$ cat config.mk
export PLATFORM = sky130hd
export DESIGN_NAME = scene_view
export DESIGN_NICKNAME = d
export VERILOG_FILES = /design/src/hw/pixel_pkg.sv /design/src/hw/scene_pkg.sv /design/src/hw/scene_sequencer.sv /design/src/hw/background_painter.sv /design/src/hw/sprite_painter.sv /design/src/hw/pixel_merge.sv /design/src/hw/scene_view.sv
export SDC_FILE = /design/constraint.sdc
export NUM_CORES = 1
export LEC_CHECK = 0
export BUFFER_PORTS_ARGS = -buffer_cell sky130_fd_sc_hd__buf_2
export CAP_MARGIN = 20
export CORE_MARGIN = 4
export CORE_UTILIZATION = 58
export CTS_BUF_LIST = sky130_fd_sc_hd__clkbuf_2
export DETAILED_ROUTE_END_ITERATION = 10
export GPL_ROUTABILITY_DRIVEN = 0
export PLACE_DENSITY = 0.87
export SLEW_MARGIN = 20
export SYNTH_ARGS = -nofsm -noshare
export SYNTH_HDL_FRONTEND = slang
export SYNTH_HIERARCHICAL = 1
export SYNTH_SLANG_ARGS = --single-unit
$ cat constraint.sdc
create_clock -name clk -period 2.6 [get_ports clk]
set_input_delay 0 -clock clk [delete_from_list [all_inputs] [get_ports clk]]
set_output_delay 0 -clock clk [all_outputs]
set_load 0.01 [all_outputs]
$ cat src/hw/pixel_pkg.sv
// screen geometry of the 160x120 framebuffer
// coordinate and colour field widths
`default_nettype none

package pixel_pkg;

	// visible area
	localparam int screen_w = 160;
	localparam int screen_h = 120;

	// x needs 8 bits for 0..159, y needs 7 bits for 0..119
	localparam int x_w = 8;
	localparam int y_w = 7;

	// rgb 4-4-4
	localparam int color_w = 12;

endpackage

`default_nettype wire

$ cat src/hw/scene_pkg.sv
// scene layout constants: sprite count, tile size, horizon
// background colours, item palette and tile corner rule
`default_nettype none

package scene_pkg;

	import pixel_pkg::*;

	// stone, gold, diamond
	localparam int num_sprites = 3;
	localparam int tile_size = 8;

	// rows above this one are sky
	localparam int horizon_row = 40;

	localparam logic [color_w-1:0] sky_color = 12'h6bf;
	localparam logic [color_w-1:0] ground_color = 12'h742;

	// entry 0 is stone (grey), 1 is gold (yellow), 2 is diamond (cyan)
	localparam logic [num_sprites-1:0][color_w-1:0] sprite_palette = {
		12'h0ee,
		12'hfd1,
		12'h999
	};

	// tile pixels near the top left and bottom right diagonal ends are cut
	localparam int corner_cut = 2;

endpackage

`default_nettype wire

$ cat src/hw/scene_sequencer.sv
// frame control FSM
// runs the background painter, then each sprite painter in turn
`timescale 1ns/1ps
`default_nettype none

module scene_sequencer
	import scene_pkg::*;
(
	input  wire logic                   clk,
	input  wire logic                   rst,
	input  wire logic                   go,
	input  wire logic                   bg_done,
	input  wire logic [num_sprites-1:0] spr_done,
	output logic                        bg_start,
	output logic      [num_sprites-1:0] spr_start,
	output logic                        busy,
	output logic                        frame_done
);

	localparam int idx_w = (num_sprites > 1) ? $clog2(num_sprites) : 1;
	localparam logic [idx_w-1:0] last_idx = idx_w'(num_sprites - 1);

	typedef enum logic [1:0] {
		st_idle,
		st_bg,
		st_spr,
		st_fin
	} state_t;

	state_t state;
	logic [idx_w-1:0] spr_idx;

	always_ff @(posedge clk) begin
		if (rst) begin
			state <= st_idle;
			spr_idx <= '0;
			bg_start <= 1'b0;
			spr_start <= '0;
		end else begin
			// start strobes last a single cycle
			bg_start <= 1'b0;
			spr_start <= '0;

			case (state)
				st_idle: begin
					if (go) begin
						bg_start <= 1'b1;
						state <= st_bg;
					end
				end

				st_bg: begin
					if (bg_done) begin
						spr_idx <= '0;
						spr_start <= num_sprites'(1);
						state <= st_spr;
					end
				end

				st_spr: begin
					if (spr_done[spr_idx]) begin
						if (spr_idx == last_idx) begin
							state <= st_fin;
						end else begin
							// next item sprite
							spr_idx <= spr_idx + 1'b1;
							spr_start <= num_sprites'(1) << (spr_idx + 1'b1);
						end
					end
				end

				// one cycle, lines up with the merge output of the last pixel
				st_fin: state <= st_idle;

				default: state <= st_idle;
			endcase
		end
	end

	// busy covers bg_start through frame_done, so go is ignored all along
	assign busy = (state != st_idle);
	assign frame_done = (state == st_fin);

endmodule

`default_nettype wire

$ cat src/hw/background_painter.sv
// background painter
// scans every screen position once, sky above the horizon, ground below
`timescale 1ns/1ps
`default_nettype none

module background_painter
	import pixel_pkg::*;
	import scene_pkg::*;
(
	input  wire logic               clk,
	input  wire logic               rst,
	input  wire logic               start,
	output logic                    valid,
	output logic      [x_w-1:0]     x,
	output logic      [y_w-1:0]     y,
	output logic      [color_w-1:0] color,
	output logic                    done
);

	localparam logic [x_w-1:0] last_x = x_w'(screen_w - 1);
	localparam logic [y_w-1:0] last_y = y_w'(screen_h - 1);

	logic running;

	// raster scan, x fastest
	always_ff @(posedge clk) begin
		if (rst) begin
			running <= 1'b0;
			x <= '0;
			y <= '0;
		end else if (start) begin
			running <= 1'b1;
			x <= '0;
			y <= '0;
		end else if (running) begin
			if (x == last_x) begin
				x <= '0;
				if (y == last_y) begin
					running <= 1'b0;
				end else begin
					y <= y + 1'b1;
				end
			end else begin
				x <= x + 1'b1;
			end
		end
	end

	assign valid = running;
	assign color = (y < y_w'(horizon_row)) ? sky_color : ground_color;

	// bottom right corner is the final pixel
	assign done = running && (x == last_x) && (y == last_y);

endmodule

`default_nettype wire

$ cat src/hw/sprite_painter.sv
// sprite painter for one 8x8 item tile
// cut corners and off-screen positions are marked not opaque
`timescale 1ns/1ps
`default_nettype none

module sprite_painter
	import pixel_pkg::*;
	import scene_pkg::*;
#(
	parameter logic [color_w-1:0] sprite_color = 12'hfff
) (
	input  wire logic               clk,
	input  wire logic               rst,
	input  wire logic               start,
	input  wire logic [x_w-1:0]     x_init,
	input  wire logic [y_w-1:0]     y_init,
	output logic                    valid,
	output logic      [x_w-1:0]     x,
	output logic      [y_w-1:0]     y,
	output logic      [color_w-1:0] color,
	output logic                    opaque,
	output logic                    done
);

	localparam int uv_w = $clog2(tile_size);
	localparam int diag_w = uv_w + 1;
	localparam logic [uv_w-1:0] last_uv = uv_w'(tile_size - 1);
	// largest u+v that is still drawn
	localparam int diag_hi = 2 * tile_size - 2 - corner_cut;

	logic running;
	logic [uv_w-1:0] u;
	logic [uv_w-1:0] v;
	logic [x_w-1:0] org_x;
	logic [y_w-1:0] org_y;
	logic [x_w:0] sum_x;
	logic [y_w:0] sum_y;
	logic [diag_w-1:0] diag;
	logic cut;
	logic on_screen;

	// origin is sampled once per frame
	always_ff @(posedge clk) begin
		if (start) begin
			org_x <= x_init;
			org_y <= y_init;
		end
	end

	always_ff @(posedge clk) begin
		if (rst) begin
			running <= 1'b0;
			u <= '0;
			v <= '0;
		end else if (start) begin
			running <= 1'b1;
			u <= '0;
			v <= '0;
		end else if (running) begin
			u <= u + 1'b1;
			if (u == last_uv) begin
				if (v == last_uv) begin
					running <= 1'b0;
				end else begin
					v <= v + 1'b1;
				end
			end
		end
	end

	// one extra bit so a tile past the right or bottom edge does not wrap
	assign sum_x = {1'b0, org_x} + {{(x_w + 1 - uv_w){1'b0}}, u};
	assign sum_y = {1'b0, org_y} + {{(y_w + 1 - uv_w){1'b0}}, v};
	assign on_screen = (sum_x < (x_w + 1)'(screen_w)) && (sum_y < (y_w + 1)'(screen_h));

	assign diag = {1'b0, u} + {1'b0, v};
	assign cut = (diag < diag_w'(corner_cut)) || (diag > diag_w'(diag_hi));

	assign valid = running;
	assign x = sum_x[x_w-1:0];
	assign y = sum_y[y_w-1:0];
	assign color = sprite_color;
	assign opaque = on_screen && !cut;
	assign done = running && (u == last_uv) && (v == last_uv);

endmodule

`default_nettype wire

$ cat src/hw/pixel_merge.sv
// pixel merge
// picks the single active drawer and registers the framebuffer write
`timescale 1ns/1ps
`default_nettype none

module pixel_merge
	import pixel_pkg::*;
#(
	parameter int num_src = 4
) (
	input  wire logic                            clk,
	input  wire logic                            rst,
	input  wire logic [num_src-1:0]              src_valid,
	input  wire logic [num_src-1:0][x_w-1:0]     src_x,
	input  wire logic [num_src-1:0][y_w-1:0]     src_y,
	input  wire logic [num_src-1:0][color_w-1:0] src_color,
	input  wire logic [num_src-1:0]              src_opaque,
	output logic                                 fb_we,
	output logic      [x_w-1:0]                  fb_x,
	output logic      [y_w-1:0]                  fb_y,
	output logic      [color_w-1:0]              fb_color
);

	logic [x_w-1:0] sel_x;
	logic [y_w-1:0] sel_y;
	logic [color_w-1:0] sel_color;
	logic sel_we;

	// at most one source is valid, so an OR of the masked fields selects it
	always_comb begin
		sel_x = '0;
		sel_y = '0;
		sel_color = '0;
		for (int i = 0; i < num_src; i++) begin
			if (src_valid[i]) begin
				sel_x = sel_x | src_x[i];
				sel_y = sel_y | src_y[i];
				sel_color = sel_color | src_color[i];
			end
		end
	end

	// transparent and clipped pixels are dropped here
	assign sel_we = |(src_valid & src_opaque);

	always_ff @(posedge clk) begin
		if (rst) begin
			fb_we <= 1'b0;
		end else begin
			fb_we <= sel_we;
		end
	end

	always_ff @(posedge clk) begin
		fb_x <= sel_x;
		fb_y <= sel_y;
		fb_color <= sel_color;
	end

endmodule

`default_nettype wire

$ cat src/hw/scene_view.sv
// scene renderer top level
// sequencer, background painter, item sprite painters and the pixel merge
`timescale 1ns/1ps
`default_nettype none

module scene_view
	import pixel_pkg::*;
	import scene_pkg::*;
(
	input  wire logic                              clk,
	input  wire logic                              rst,
	input  wire logic                              go,
	input  wire logic [num_sprites-1:0][x_w-1:0]   sprite_x,
	input  wire logic [num_sprites-1:0][y_w-1:0]   sprite_y,
	output logic                                   fb_we,
	output logic      [x_w-1:0]                    fb_x,
	output logic      [y_w-1:0]                    fb_y,
	output logic      [color_w-1:0]                fb_color,
	output logic                                   busy,
	output logic                                   frame_done
);

	localparam int num_src = num_sprites + 1;

	logic bg_start;
	logic bg_done;
	logic bg_valid;
	logic [x_w-1:0] bg_x;
	logic [y_w-1:0] bg_y;
	logic [color_w-1:0] bg_color;

	logic [num_sprites-1:0] spr_start;
	logic [num_sprites-1:0] spr_done;
	logic [num_sprites-1:0] spr_valid;
	logic [num_sprites-1:0] spr_opaque;
	logic [num_sprites-1:0][x_w-1:0] spr_x;
	logic [num_sprites-1:0][y_w-1:0] spr_y;
	logic [num_sprites-1:0][color_w-1:0] spr_color;

	scene_sequencer u_seq (
		.clk        (clk),
		.rst        (rst),
		.go         (go),
		.bg_done    (bg_done),
		.spr_done   (spr_done),
		.bg_start   (bg_start),
		.spr_start  (spr_start),
		.busy       (busy),
		.frame_done (frame_done)
	);

	background_painter u_bg (
		.clk   (clk),
		.rst   (rst),
		.start (bg_start),
		.valid (bg_valid),
		.x     (bg_x),
		.y     (bg_y),
		.color (bg_color),
		.done  (bg_done)
	);

	// one painter per item, each with its own palette entry
	for (genvar i = 0; i < num_sprites; i++) begin : g_spr
		sprite_painter #(
			.sprite_color (sprite_palette[i])
		) u_spr (
			.clk    (clk),
			.rst    (rst),
			.start  (spr_start[i]),
			.x_init (sprite_x[i]),
			.y_init (sprite_y[i]),
			.valid  (spr_valid[i]),
			.x      (spr_x[i]),
			.y      (spr_y[i]),
			.color  (spr_color[i]),
			.opaque (spr_opaque[i]),
			.done   (spr_done[i])
		);
	end

	// source 0 is the background, which is always opaque
	pixel_merge #(
		.num_src (num_src)
	) u_merge (
		.clk        (clk),
		.rst        (rst),
		.src_valid  ({spr_valid, bg_valid}),
		.src_x      ({spr_x, bg_x}),
		.src_y      ({spr_y, bg_y}),
		.src_color  ({spr_color, bg_color}),
		.src_opaque ({spr_opaque, 1'b1}),
		.fb_we      (fb_we),
		.fb_x       (fb_x),
		.fb_y       (fb_y),
		.fb_color   (fb_color)
	);

endmodule

`default_nettype wire

==> Word level (Yosys, flattened, before mapping) <==
Cells that the tools add are included.
{ "totals": {"register_bits": 118, "latchBits": 0, "ram_bits": 0, "romBits": 0, "in_bits": 48, "output_inout_bits": 30, "n_memories": 0} }
{ "op_classes": {"add_sub_neg": 18, "n_mul": 0, "div_mod_pow": 0, "magnitude_cmp": 14, "eq_ne": 17, "n_shift": 1, "mux": 45, "bitwise_logic": 12, "n_reduce_logical": 37} }
{ "op_table": {"columns": ["op", "n"], "rows": [
  ["$mux 8", 5],
  ["$mux 7", 4],
  ["$add 8x3->9", 3],
  ["$lt 9x8->1 const B", 3],
  ["$add 7x3->8", 3],
  ["$lt 8x7->1 const B", 3],
  ["$mux 12", 2],
  ["$or 8x8->8", 3],
  ["$or 7x7->7", 3],
  ["$mux 1", 19],
  ["$add 3x1->3 const B", 6],
  ["$eq 3x3->1 const B", 6],
  ["$logic_and 1x1->1", 14],
  ["$mux 2", 7],
  ["$add 3x3->4", 3],
  ["$gt 4x4->1 const B", 3],
  ["$lt 4x2->1 const B", 3],
  ["$reduce_and 3->1", 4],
  ["$reduce_or 2->1", 6],
  ["$mux 11", 1],
  ["$mux 9", 1],
  ["$add 8x1->8 const B", 1],
  ["$eq 8x8->1 const B", 1],
  ["$pmux 2 s4", 1],
  ["other kinds (23)", 39]
]} }

==> Depth between registers and ports, before layout <==
Gate-level depths: netlist of the first run.
{ "depth": {"depth_word": 7, "ltp_mapped": 10, "mapped_depth_nobuf": 10} }

==> Hierarchy <==
The synthesis of the first run kept the hierarchy.
{ "by_module_without_submodules": {"columns": ["module", "n_inst", "cells_per_inst", "area_each_um2", "seq_area_each_um2"], "rows": [
  ["sprite_painter (g_spr[0].u_spr ...)", 2, 130, 1407.6, 590.6],
  ["sprite_painter (g_spr[2].u_spr)", 1, 131, 1436.4, 590.6],
  ["pixel_merge", 1, 124, 1372.6, 560.5],
  ["background_painter", 1, 101, 890.9, 320.3],
  ["scene_sequencer", 1, 53, 496.7, 160.2],
  ["scene_view", 1, 1, 3.8, 0.0]
]} }

==> Least setup slack after synthesis of the first run <==
OpenSTA, ideal clock, no wires.
{ "synth_path": {"path_kind": "register to register", "from": "register u_bg.x[0]", "to": "register u_seq.state[0]", "setup_ns": 0.122, "t_arrival_ns": 2.103, "required_time_ns": 2.478, "setup_slack_ns": 0.375, "stages_incl_launch_ff": 8, "synth_period_minus_slack_ns": 2.225, "path_cell_list": "dfxtp_1 -> ha_1 -> nand4_4 -> nor4_1 -> inv_1 -> a222oi_1 -> nand3_2 -> o311a_1"} }
{ "synth_via": {"elab_chain_len": 5} }
{ "synth_rtl": {"columns": ["item", "line_no", "source"], "rows": [
  ["start: declaration", "background_painter.sv:14", "output logic [x_w-1:0] x,"],
  ["start signal: assignment", "background_painter.sv:44", "x <= x + 1'b1;"],
  ["$eq 8x8->1", "background_painter.sv:53", "assign done = running && (x == last_x) && (y == last_y);"],
  ["$logic_and 1x1->1 (2 in a row)", "background_painter.sv:53", null],
  ["via bg_done", "scene_view.sv:26", "logic bg_done;"],
  ["$ne 2x2->1 (no line)", null, null],
  ["$reduce_and 4->1 (no line)", null, null],
  ["end signal: assignment", "scene_sequencer.sv:63", "state <= st_fin;"],
  ["end signal: assignment", "scene_sequencer.sv:73", "st_fin: state <= st_idle;"],
  ["end signal: assignment", "scene_sequencer.sv:75", "default: state <= st_idle;"],
  ["end: declaration", "scene_sequencer.sv:30", "state_t state;"]
]} }
The timed path passes the listed nets, and every way through them passes these cells.
A chain may end at the register's enable or synchronous reset.

==> Final worst setup path of the first run <==
Same ends and word-level chain as after synthesis.

==> flow_summary.ini, run 1 <==
[sta]
skew_ps = 50.47
slew_violations = 0
hold_violations = 0
timing.final.crit_share_pct = 94.98
rsz0062_at_grt = no
setup_viol = 0
fmax_ghz = 0.4049
fin_setup_tns_ps = 0
worstMarginPinSlew_ps = 832.1
period_needed_ps = 2469
max_slew_margin_pct = 44.45

[floorplanning]
start_util_pct = 60.41
rows = 39
die_h_um = 118.0
die_w_um = 118.0
core_area_mm2 = 0.01161
dieArea_mm2 = 0.01392
io_pins = 78

[clocking]
cts_max_level = 4
clkTransAtPathRegs_ps = 210
clockBufferDepth = 2
cts_tree = built
clock-sinks = 118
clk_latency_ps = 730
post_cts_buffers = 0
root_buffer = clkbuf_2
cts_buffers = 17

[global_route]
overflow = 0
grt_pass1_vias = 5716
grtUsageTotal_pct = 25.37
grt_pass1_wl_um = 27920
grt_antenna_before_repair = 0
grt_start_max_net_pins = 37

[pwr]
vdd_drop_max_mv = 0.4259
p_leak_nw = 3.684
finalPower_mw = 3.896
p_per_area_mw_per_mm2 = 462.0

[flow_run]
drv_cap = 0

[critical_path]
cp.required_ps = 3240
slowest_stage = dfxtp_1
max_stage_delay_ps = 460
start_kind = flip-flop
crit_path_end_kind = flip-flop
path_class = reg2reg
worstPathArrival_ps = 3110
cp_cell_sequence = ha_2, nand4_4, nor4_1, buf_4, inv_1, a222oi_1, buf_4, nand3_2, o311a_1
path_max_fanout = 8
crit_top_cell = buf_4

[yosys]
synth_top_area_share_pct = 20.83
syn_area_mm2 = 0.007015
synth_seq_area_share_pct = 40.09
async_reset_ff_share_pct = 0
ys_types = 65
synthCells = 670
ys_seq_elements = 118
postSynthAreaPerCell_um2 = 10.47
synth_edf_count = 45
ys_warn_count = 6
synthTopCellsByArea = dfxtp_1 21%, edfxtp_1 19%, ha_1 8.9%, a22oi_2 5.4%, buf_4 4.9%
ys.flop_type = dfxtp_1
synth_top_cell_by_area = dfxtp_1

[finish]
stdcell_area_mm2 = 0.008433
final_common_cell = dlygate4sd3_1
antenna_cells = 0
final_cell_mix = 93 x dlygate4sd3_1, 77 x buf_2, 71 x dfxtp_1
fillers = 800
stdcell_count = 988
fin_nets = 939
area_growth_pct = 20.21
register_area_mm2 = 0.002815
drive_above_1_share_pct = 20.00
multiInputGateArea_mm2 = 0.003664

[placed_design]
post_dp_cell_area_mm2 = 0.007237
hpwlAfterDp_um = 11460
numPortBuffers = 77
dp_cells = 863

[detailed_routing]
drc = 0
first_iter_violations = 370
finalWirelength_um = 17100
drt_pass1_iterations = 5
ant_nets = 0
vias = 5640
via_per_inst = 5.709
avgRoutedWirePerCell_um = 17.31

[run_status]
status = finished, final reports clean

[hold_path]
hold_path_class = in2reg
sequential cells by signal (all words and copies together), names as in the netlist:
register           flops
u_seq/bg_start         1
u_merge/fb_y           7
u_bg/y                 7
u_merge/fb_we          1
u_bg/valid             1
u_seq/state            2
u_seq/spr_idx          2
u_bg/x                 8
u_merge/fb_x           8
g_spr.u_spr/u          9
u_seq/spr_start        3
u_merge/fb_color      12
g_spr.u_spr/valid      3
g_spr.u_spr/v          9
g_spr.u_spr/org_y     21
g_spr.u_spr/org_x     24
report_power, final:
| part | leakage (nW) | switching [mW] | internal, mW |
|---|---|---|---|
| sequential | 0.996 | 0.0466 | 1.97 |
| combinational | 2.53 | 0.304 | 0.303 |
| clock | 0.157 | 0.731 | 0.541 |
| total | 3.68 | 1.08 | 2.81 |
cell type report:
cell class              count  area share (%)
inverters                  43           1.914
repair buffers            176           16.14
clock buffers              19           1.128
clock inverters            13           1.869
multi-input cells         476           43.44
well taps                 143           2.122
flip-flops and latches    118           33.38
routing by layer:
layer / up-vias / share of wire (%) / track usage (%) / routed length, um
li1: 2635 / - / - / -
met1: 2695 / 38 / 28.80 / 6551
met2: 242 / 51 / 43.05 / 8657
met3: 68 / 5.8 / 6.199 / 997
met4: 0 / 5.2 / 15.46 / 894
met5: - / 0 / 0 / 0
path summary, 6_finish.rpt:
path	slack [ps]	end	cells after the start	start
worst max register to register	130	u_seq/state[0]	9	u_bg/x[0]
worst max-delay path	130	u_seq/state[0]	9	u_bg/x[0]
worst min-delay path	260	g_spr[2].u_spr/valid	3	rst
worst min register to register	520	u_bg/y[0]	2	u_bg/y[0]
logic make-up (layout without fill, tap and decap cells):
kind of cell             after synthesis  in the layout  share of synthesized area (%)
buffers and inverters                108            251                          9.541
AO/OA/AOI/OAI                        133            133                          16.35
adder cells (fa/ha/maj)               59             59                          11.49
XOR/XNOR                              43             43                          5.368
other                                  9             41                         0.4815
flip-flops                           118            118                          40.09
multiplexers                          23             23                          3.282
AND/OR/NAND/NOR                      177            177                          13.39
worst max-delay path: cells and delay by family, from the launching register on:
kind,cells,cell delay (ps)
flip-flops,1,460
adder cells (fa/ha/maj),1,280
AO/OA/AOI/OAI,2,660
buffers and inverters,3,430
AND/OR/NAND/NOR,3,540
synthesized netlist by cell type (6+ instances only):
library cell / count
dfxtp_1: 73
nand2_1: 54
ha_1: 50
buf_4: 46
edfxtp_1: 45
inv_1: 43
nor2_1: 40
a22oi_2: 30
a22oi_1: 26
xnor2_1: 26
mux2i_1: 23
xor2_1: 17
a21oi_1: 16
buf_6: 12
o21ai_0: 12
nor2b_1: 10
conb_1: 9
fa_1: 9
and3_1: 8
nor3b_1: 8
or3_1: 8
clkbuf_1: 6
nand3_1: 6
o2111ai_1: 6
or2_2: 6
per-stage QoR:
step           worst slack [ps]  hold slack [ps]  utilization (%)
2_1_floorplan             375.1            69.07                -
3_3_place_gp              254.6            176.2            62.31
3_5_place_dp              155.2            178.1            62.31
4_1_cts                   131.9            172.6            72.51
5_1_grt                   15.63            208.0            72.61
6_report                  130.6            257.6            72.61
repair_timing:
| action | 4_1_cts | 5_1_grt |
|---|---|---|
| endpoints found under the hold margin | 85 | 0 |
| endpoints found under the setup margin | 0 | 2 |
| gates resized for setup | 0 | 4 |
| hold buffers | 93 | 0 |
No activity file was read; power rests on OpenSTA's default activity.
==> run 2, diff against run 1 <==
==> constraint.sdc (replaced) <==
create_clock -name clk -period 2.6 [get_ports clk]
set_input_delay 0.26 -clock clk [delete_from_list [all_inputs] [get_ports clk]]
set_output_delay 0.26 -clock clk [all_outputs]
set_load 0.01 [all_outputs]
==> run 2 against run 1 <==
Setup slack lost 4.9 ps; first-iteration DRC count shrank 22%; sequential power is essentially flat; worst hold slack lost 28 ps; clock power is essentially flat; largest cell class unchanged; largest power group unchanged.
==> flow_summary.ini, run 2 (synthesis results as in run 1) <==
[finish]
drive_above_1_share_pct = 21.40
largest_reg_flops = 24
final_common_cell = buf_2
multiInputGateArea_mm2 = 0.003667
fillers = 861
regMostFlops = g_spr.u_spr/org_x
register_area_mm2 = 0.002818
fin_nets = 893
antenna_cells = 0
top_regs = g_spr.u_spr/org_x x24, g_spr.u_spr/org_y x21, u_merge/fb_color x12
stdcell_count = 942
utilization_pct = 68.70
area_growth_pct = 13.73
final_cell_mix = 77 x buf_2, 69 x dfxtp_1, 54 x nand2_1

[detailed_routing]
finalWirelength_um = 15850
avgRoutedWirePerCell_um = 16.82
first_iter_violations = 288
ant_nets = 0
drc = 0
vias = 5379
drt_pass1_iterations = 5
via_per_inst = 5.710

[clocking]
clkTransAtPathRegs_ps = 200
cts_max_level = 4
cts_buffers = 17
cts_tree = built
clock-sinks = 118
root_buffer = clkbuf_2
clockBufferDepth = 2
post_cts_buffers = 0
clk_latency_ps = 730

[floorplanning]
die_h_um = 118.0
io_pins = 78
dieArea_mm2 = 0.01392
core_area_mm2 = 0.01161
die_w_um = 118.0
start_util_pct = 60.41
rows = 39

[placed_design]
hpwlAfterDp_um = 11460
numPortBuffers = 77
dp_cells = 863

[global_route]
grtUsageTotal_pct = 23.58
grt_pass1_vias = 5474
grt_pass1_wl_um = 26120
grt_antenna_before_repair = 0
grt_start_max_net_pins = 37
overflow = 0

[flow_run]
drv_cap = 0

[critical_path]
crit_top_cell = buf_4
worstPathArrival_ps = 3120
path_max_fanout = 4
path_class = reg2reg
start_kind = flip-flop
max_stage_delay_ps = 410
cp.required_ps = 3250
cp_cell_sequence = ha_1, nand4_1, nor4_2, buf_4, inv_1, a222oi_1, buf_4, nand3_2, o311a_1
slowest_stage = dfxtp_1
crit_path_end_kind = flip-flop

[sta]
skew_ps = 38.58
fmax_ghz = 0.4041
rsz0062_at_grt = no
timing.final.crit_share_pct = 95.17
setup_viol = 0
fin_setup_tns_ps = 0
max_slew_margin_pct = 49.80
period_needed_ps = 2474
worstMarginPinSlew_ps = 751.9
slew_violations = 0
hold_violations = 0

[pwr]
vdd_drop_max_mv = 0.4753
p_per_area_mw_per_mm2 = 478.7
p_leak_nw = 3.494

[run_status]
status = finished, final reports clean

[hold_path]
hold_path_class = in2reg
-- run 2: per-layer routing --
layer	GRT usage (%)	vias up	part of all wire, %
met4	13.55	0	4.9
li1	-	2548	-
met3	6.439	70	6.5
met1	26.78	2538	39
met2	39.89	223	49
met5	0	-	0
-- run 2: timing repair --
action / 4_1_cts / 5_1_grt
hold buffers: 47 / 0
endpoints found under the hold margin: 52 / 0
gates resized for setup: 0 / 6
setup endpoints to repair: 0 / 3
-- run 2: where the power goes --
| part | total (mW) | internal (mW) | switching, mW | leakage, nW |
|---|---|---|---|---|
| clock network | 1.26 | 0.541 | 0.719 | 0.157 |
| registers | 2.02 | 1.97 | 0.0450 | 0.997 |
| logic | 0.544 | 0.253 | 0.291 | 2.34 |
-- run 2: cell type report --
class                           count  area share, %
Timing Repair Buffer              130          11.29
Tap cell                          143          2.242
Clock inverter                     13          1.976
Multi-Input combinational cell    476          45.96
Sequential cell                   118          35.31
Clock buffer                       19          1.192
Inverter                           43          2.023
-- run 2: metrics by stage --
step           cell area, um2  worst slack, ps  total power [mW]  hold WS [ps]
2_1_floorplan            7136            375.1             2.417         329.1
3_3_place_gp             7237            254.6             2.497         436.2
3_5_place_dp             7237            155.2             2.529         438.1
4_1_cts                  7960            131.9             3.819         181.6
5_1_grt                  7979            1.074             4.001         156.5
6_report                 7979            125.6             3.819         229.7
-- run 2: worst paths after layout --
path | depth (start not counted) | endpoint | slack, ps | start
max | 9 | u_seq/state[0] | 130 | u_bg/y[1]
min | 2 | g_spr[1].u_spr/org_x[0] | 230 | sprite_x[8]
max reg2reg | 9 | u_seq/state[0] | 130 | u_bg/y[1]
min reg2reg | 2 | u_bg/y[1] | 520 | u_bg/y[1]
-- run 2: worst max-delay path: cells and delay by family, from the launching register on --
kind | cells | cell delay (ps)
compound gates | 2 | 700
fa+ha+maj | 1 | 250
buf+inv | 3 | 410
flops | 1 | 410
simple gates | 3 | 640
==> run 3, diff against run 2 <==
--- a/config.mk
+++ b/config.mk
@@ -5,14 +5,14 @@
 export SDC_FILE = /design/constraint.sdc
 export NUM_CORES = 1
 export LEC_CHECK = 0
-export BUFFER_PORTS_ARGS = -buffer_cell sky130_fd_sc_hd__buf_2
 export CAP_MARGIN = 20
 export CORE_MARGIN = 4
 export CORE_UTILIZATION = 58
 export CTS_BUF_LIST = sky130_fd_sc_hd__clkbuf_2
 export DETAILED_ROUTE_END_ITERATION = 10
+export DONT_BUFFER_PORTS = 1
 export GPL_ROUTABILITY_DRIVEN = 0
-export PLACE_DENSITY = 0.87
+export PLACE_DENSITY = 0.82
 export SLEW_MARGIN = 20
 export SYNTH_ARGS = -nofsm -noshare
 export SYNTH_HDL_FRONTEND = slang
==> run 3 against run 2 <==
Sequential cell count did not move; die area did not move; clock-buffer cell count rose by 3; register-to-register slack got worse by 40 ps; global-route usage barely moved; combinational power fell by 13%; first-iteration DRC count rose by 36%; critical path depth did not move; utilization fell by 3.0 points; design area fell by 4.3%; fmax fell by 1.8%; worst hold slack got worse by 78 ps.
==> flow_summary.ini, run 3 (synthesis results as in run 1) <==
[sta]
hold_violations = 0
skew_ps = 36.25
worstMarginPinSlew_ps = 756.6
fin_setup_tns_ps = 0
timing.final.crit_share_pct = 96.88
setup_slack_ps = 81.15
holdWs_ps = 151.6
max_slew_margin_pct = 49.49
rsz0062_at_grt = no
setup_viol = 0
fmax_ghz = 0.3970
slew_violations = 0
period_needed_ps = 2519

[finish]
antenna_cells = 0
final_common_cell = dfxtp_1
largest_reg_flops = 24
multiInputGateArea_mm2 = 0.003666
regMostFlops = g_spr.u_spr/org_x
final_cell_mix = 70 x dfxtp_1, 54 x nand2_1, 50 x ha_1
register_area_mm2 = 0.002816
fillers = 906
drive_above_1_share_pct = 12.83
top_regs = g_spr.u_spr/org_x x24, g_spr.u_spr/org_y x21, u_merge/fb_color x12
fin_nets = 819
area_growth_pct = 8.793

[detailed_routing]
drt_pass1_iterations = 5
detailroute.wirelength.met3_um = 898
route.met2.wl_um = 7893
dr.max_layer_used = met4
via_per_inst = 5.853
wl_met1_um = 6308
vias = 5080
ant_nets = 0
drc = 0
first_iter_violations = 391
finalWirelength_um = 15790
avgRoutedWirePerCell_um = 18.19

[floorplanning]
die_w_um = 118.0
rows = 39
core_area_mm2 = 0.01161
io_pins = 78
die_h_um = 118.0
start_util_pct = 60.41
dieArea_mm2 = 0.01392

[critical_path]
start_kind = flip-flop
rr_worst_depth = 9
worstPathArrival_ps = 3090
path_class = reg2reg
critical_path.startpoint = g_spr[1].u_spr/u[1]
crit_path_end_kind = flip-flop
reg2reg_to = u_merge/fb_we
cp.required_ps = 3170
path_max_fanout = 5
rrSetupSlack_ps = 80
r2r-start = g_spr[1].u_spr/u[1]

[clocking]
clkTransAtPathRegs_ps = 170
clockBufferDepth = 2
root_buffer = clkbuf_2
clock-sinks = 118
cts_max_level = 4
cts_buffers = 17
clk_latency_ps = 700
cts_tree = built

[placed_design]
hpwlAfterDp_um = 11170
numPortBuffers = 0
pre_cts_ws_ps = 41.00

[pwr]
p_per_area_mw_per_mm2 = 501.2
vdd_drop_max_mv = 0.5664
p_leak_nw = 3.163

[global_route]
grt_pass1_vias = 5152
overflow = 0
grt_pass1_wl_um = 25850
grt_start_max_net_pins = 37
grt_antenna_before_repair = 0
grtUsageTotal_pct = 23.56

[hold_path]
min_to = u_bg/valid
hold_path_class = in2reg
hold_depth = 2
min-delay-start = rst

[run_status]
status = finished, final reports clean

[flow_run]
drv_cap = 0
==> run 3: final cells by class <==
class                   count  share of cell area [%]
clock buffers              22                   1.443
clock inverters            10                   2.049
inverters                  43                   2.115
multi-input cells         476                   48.03
flip-flops and latches    118                   36.90
well taps                 143                   2.344
repair buffers             56                   7.115
==> run 3: where the power goes <==
group / total, mW / leakage, nW / internal, mW / switching, mW
combinational: 0.475 / 2.01 / 0.213 / 0.261
sequential: 2.03 / 0.996 / 1.97 / 0.0589
clock: 1.32 / 0.158 / 0.645 / 0.676
==> run 3: through the flow <==
stage	cells	cell area (um2)	power, mW	util, %
6_report	868	7632	3.826	65.72
5_1_grt	868	7632	4.015	65.72
4_1_cts	868	7616	3.837	65.58
3_5_place_dp	787	6859	2.468	59.06
3_3_place_gp	787	6859	2.436	59.06
2_1_floorplan	702	7136	2.417	-
==> run 3: per-layer routing <==
metal | track usage, % | vias up
met5 | 0 | -
met4 | 11.50 | 0
met3 | 6.920 | 62
met2 | 40.35 | 202
met1 | 26.85 | 2411
li1 | - | 2405
==> run 3: what timing repair did <==
item	4_1_cts	5_1_grt
hold endpoints to repair	91	0
gates resized for setup	0	5
endpoints found under the setup margin	0	1
buffers inserted	0	0
hold buffers	49	0
==> run 3: critical path: stages (launching register included) <==
cell	delay (ps)
dfxtp_1	460
inv_1	140
fa_1	480
nor2b_1	180
o2111ai_1	170
xnor2_2	280
o21ai_1	100
and4b_1	200
a22oi_2	270
a21oi_1	110
==> run 3: worst max path at each step <==
stage | slack, ps | end
floorplan | 380 | u_seq/state[0]
global placement | 160 | u_merge/fb_we
detailed placement | 40 | u_merge/fb_we
CTS | 2 | u_merge/fb_we
global route | 5 | u_seq/state[0]
finish | 80 | u_merge/fb_we
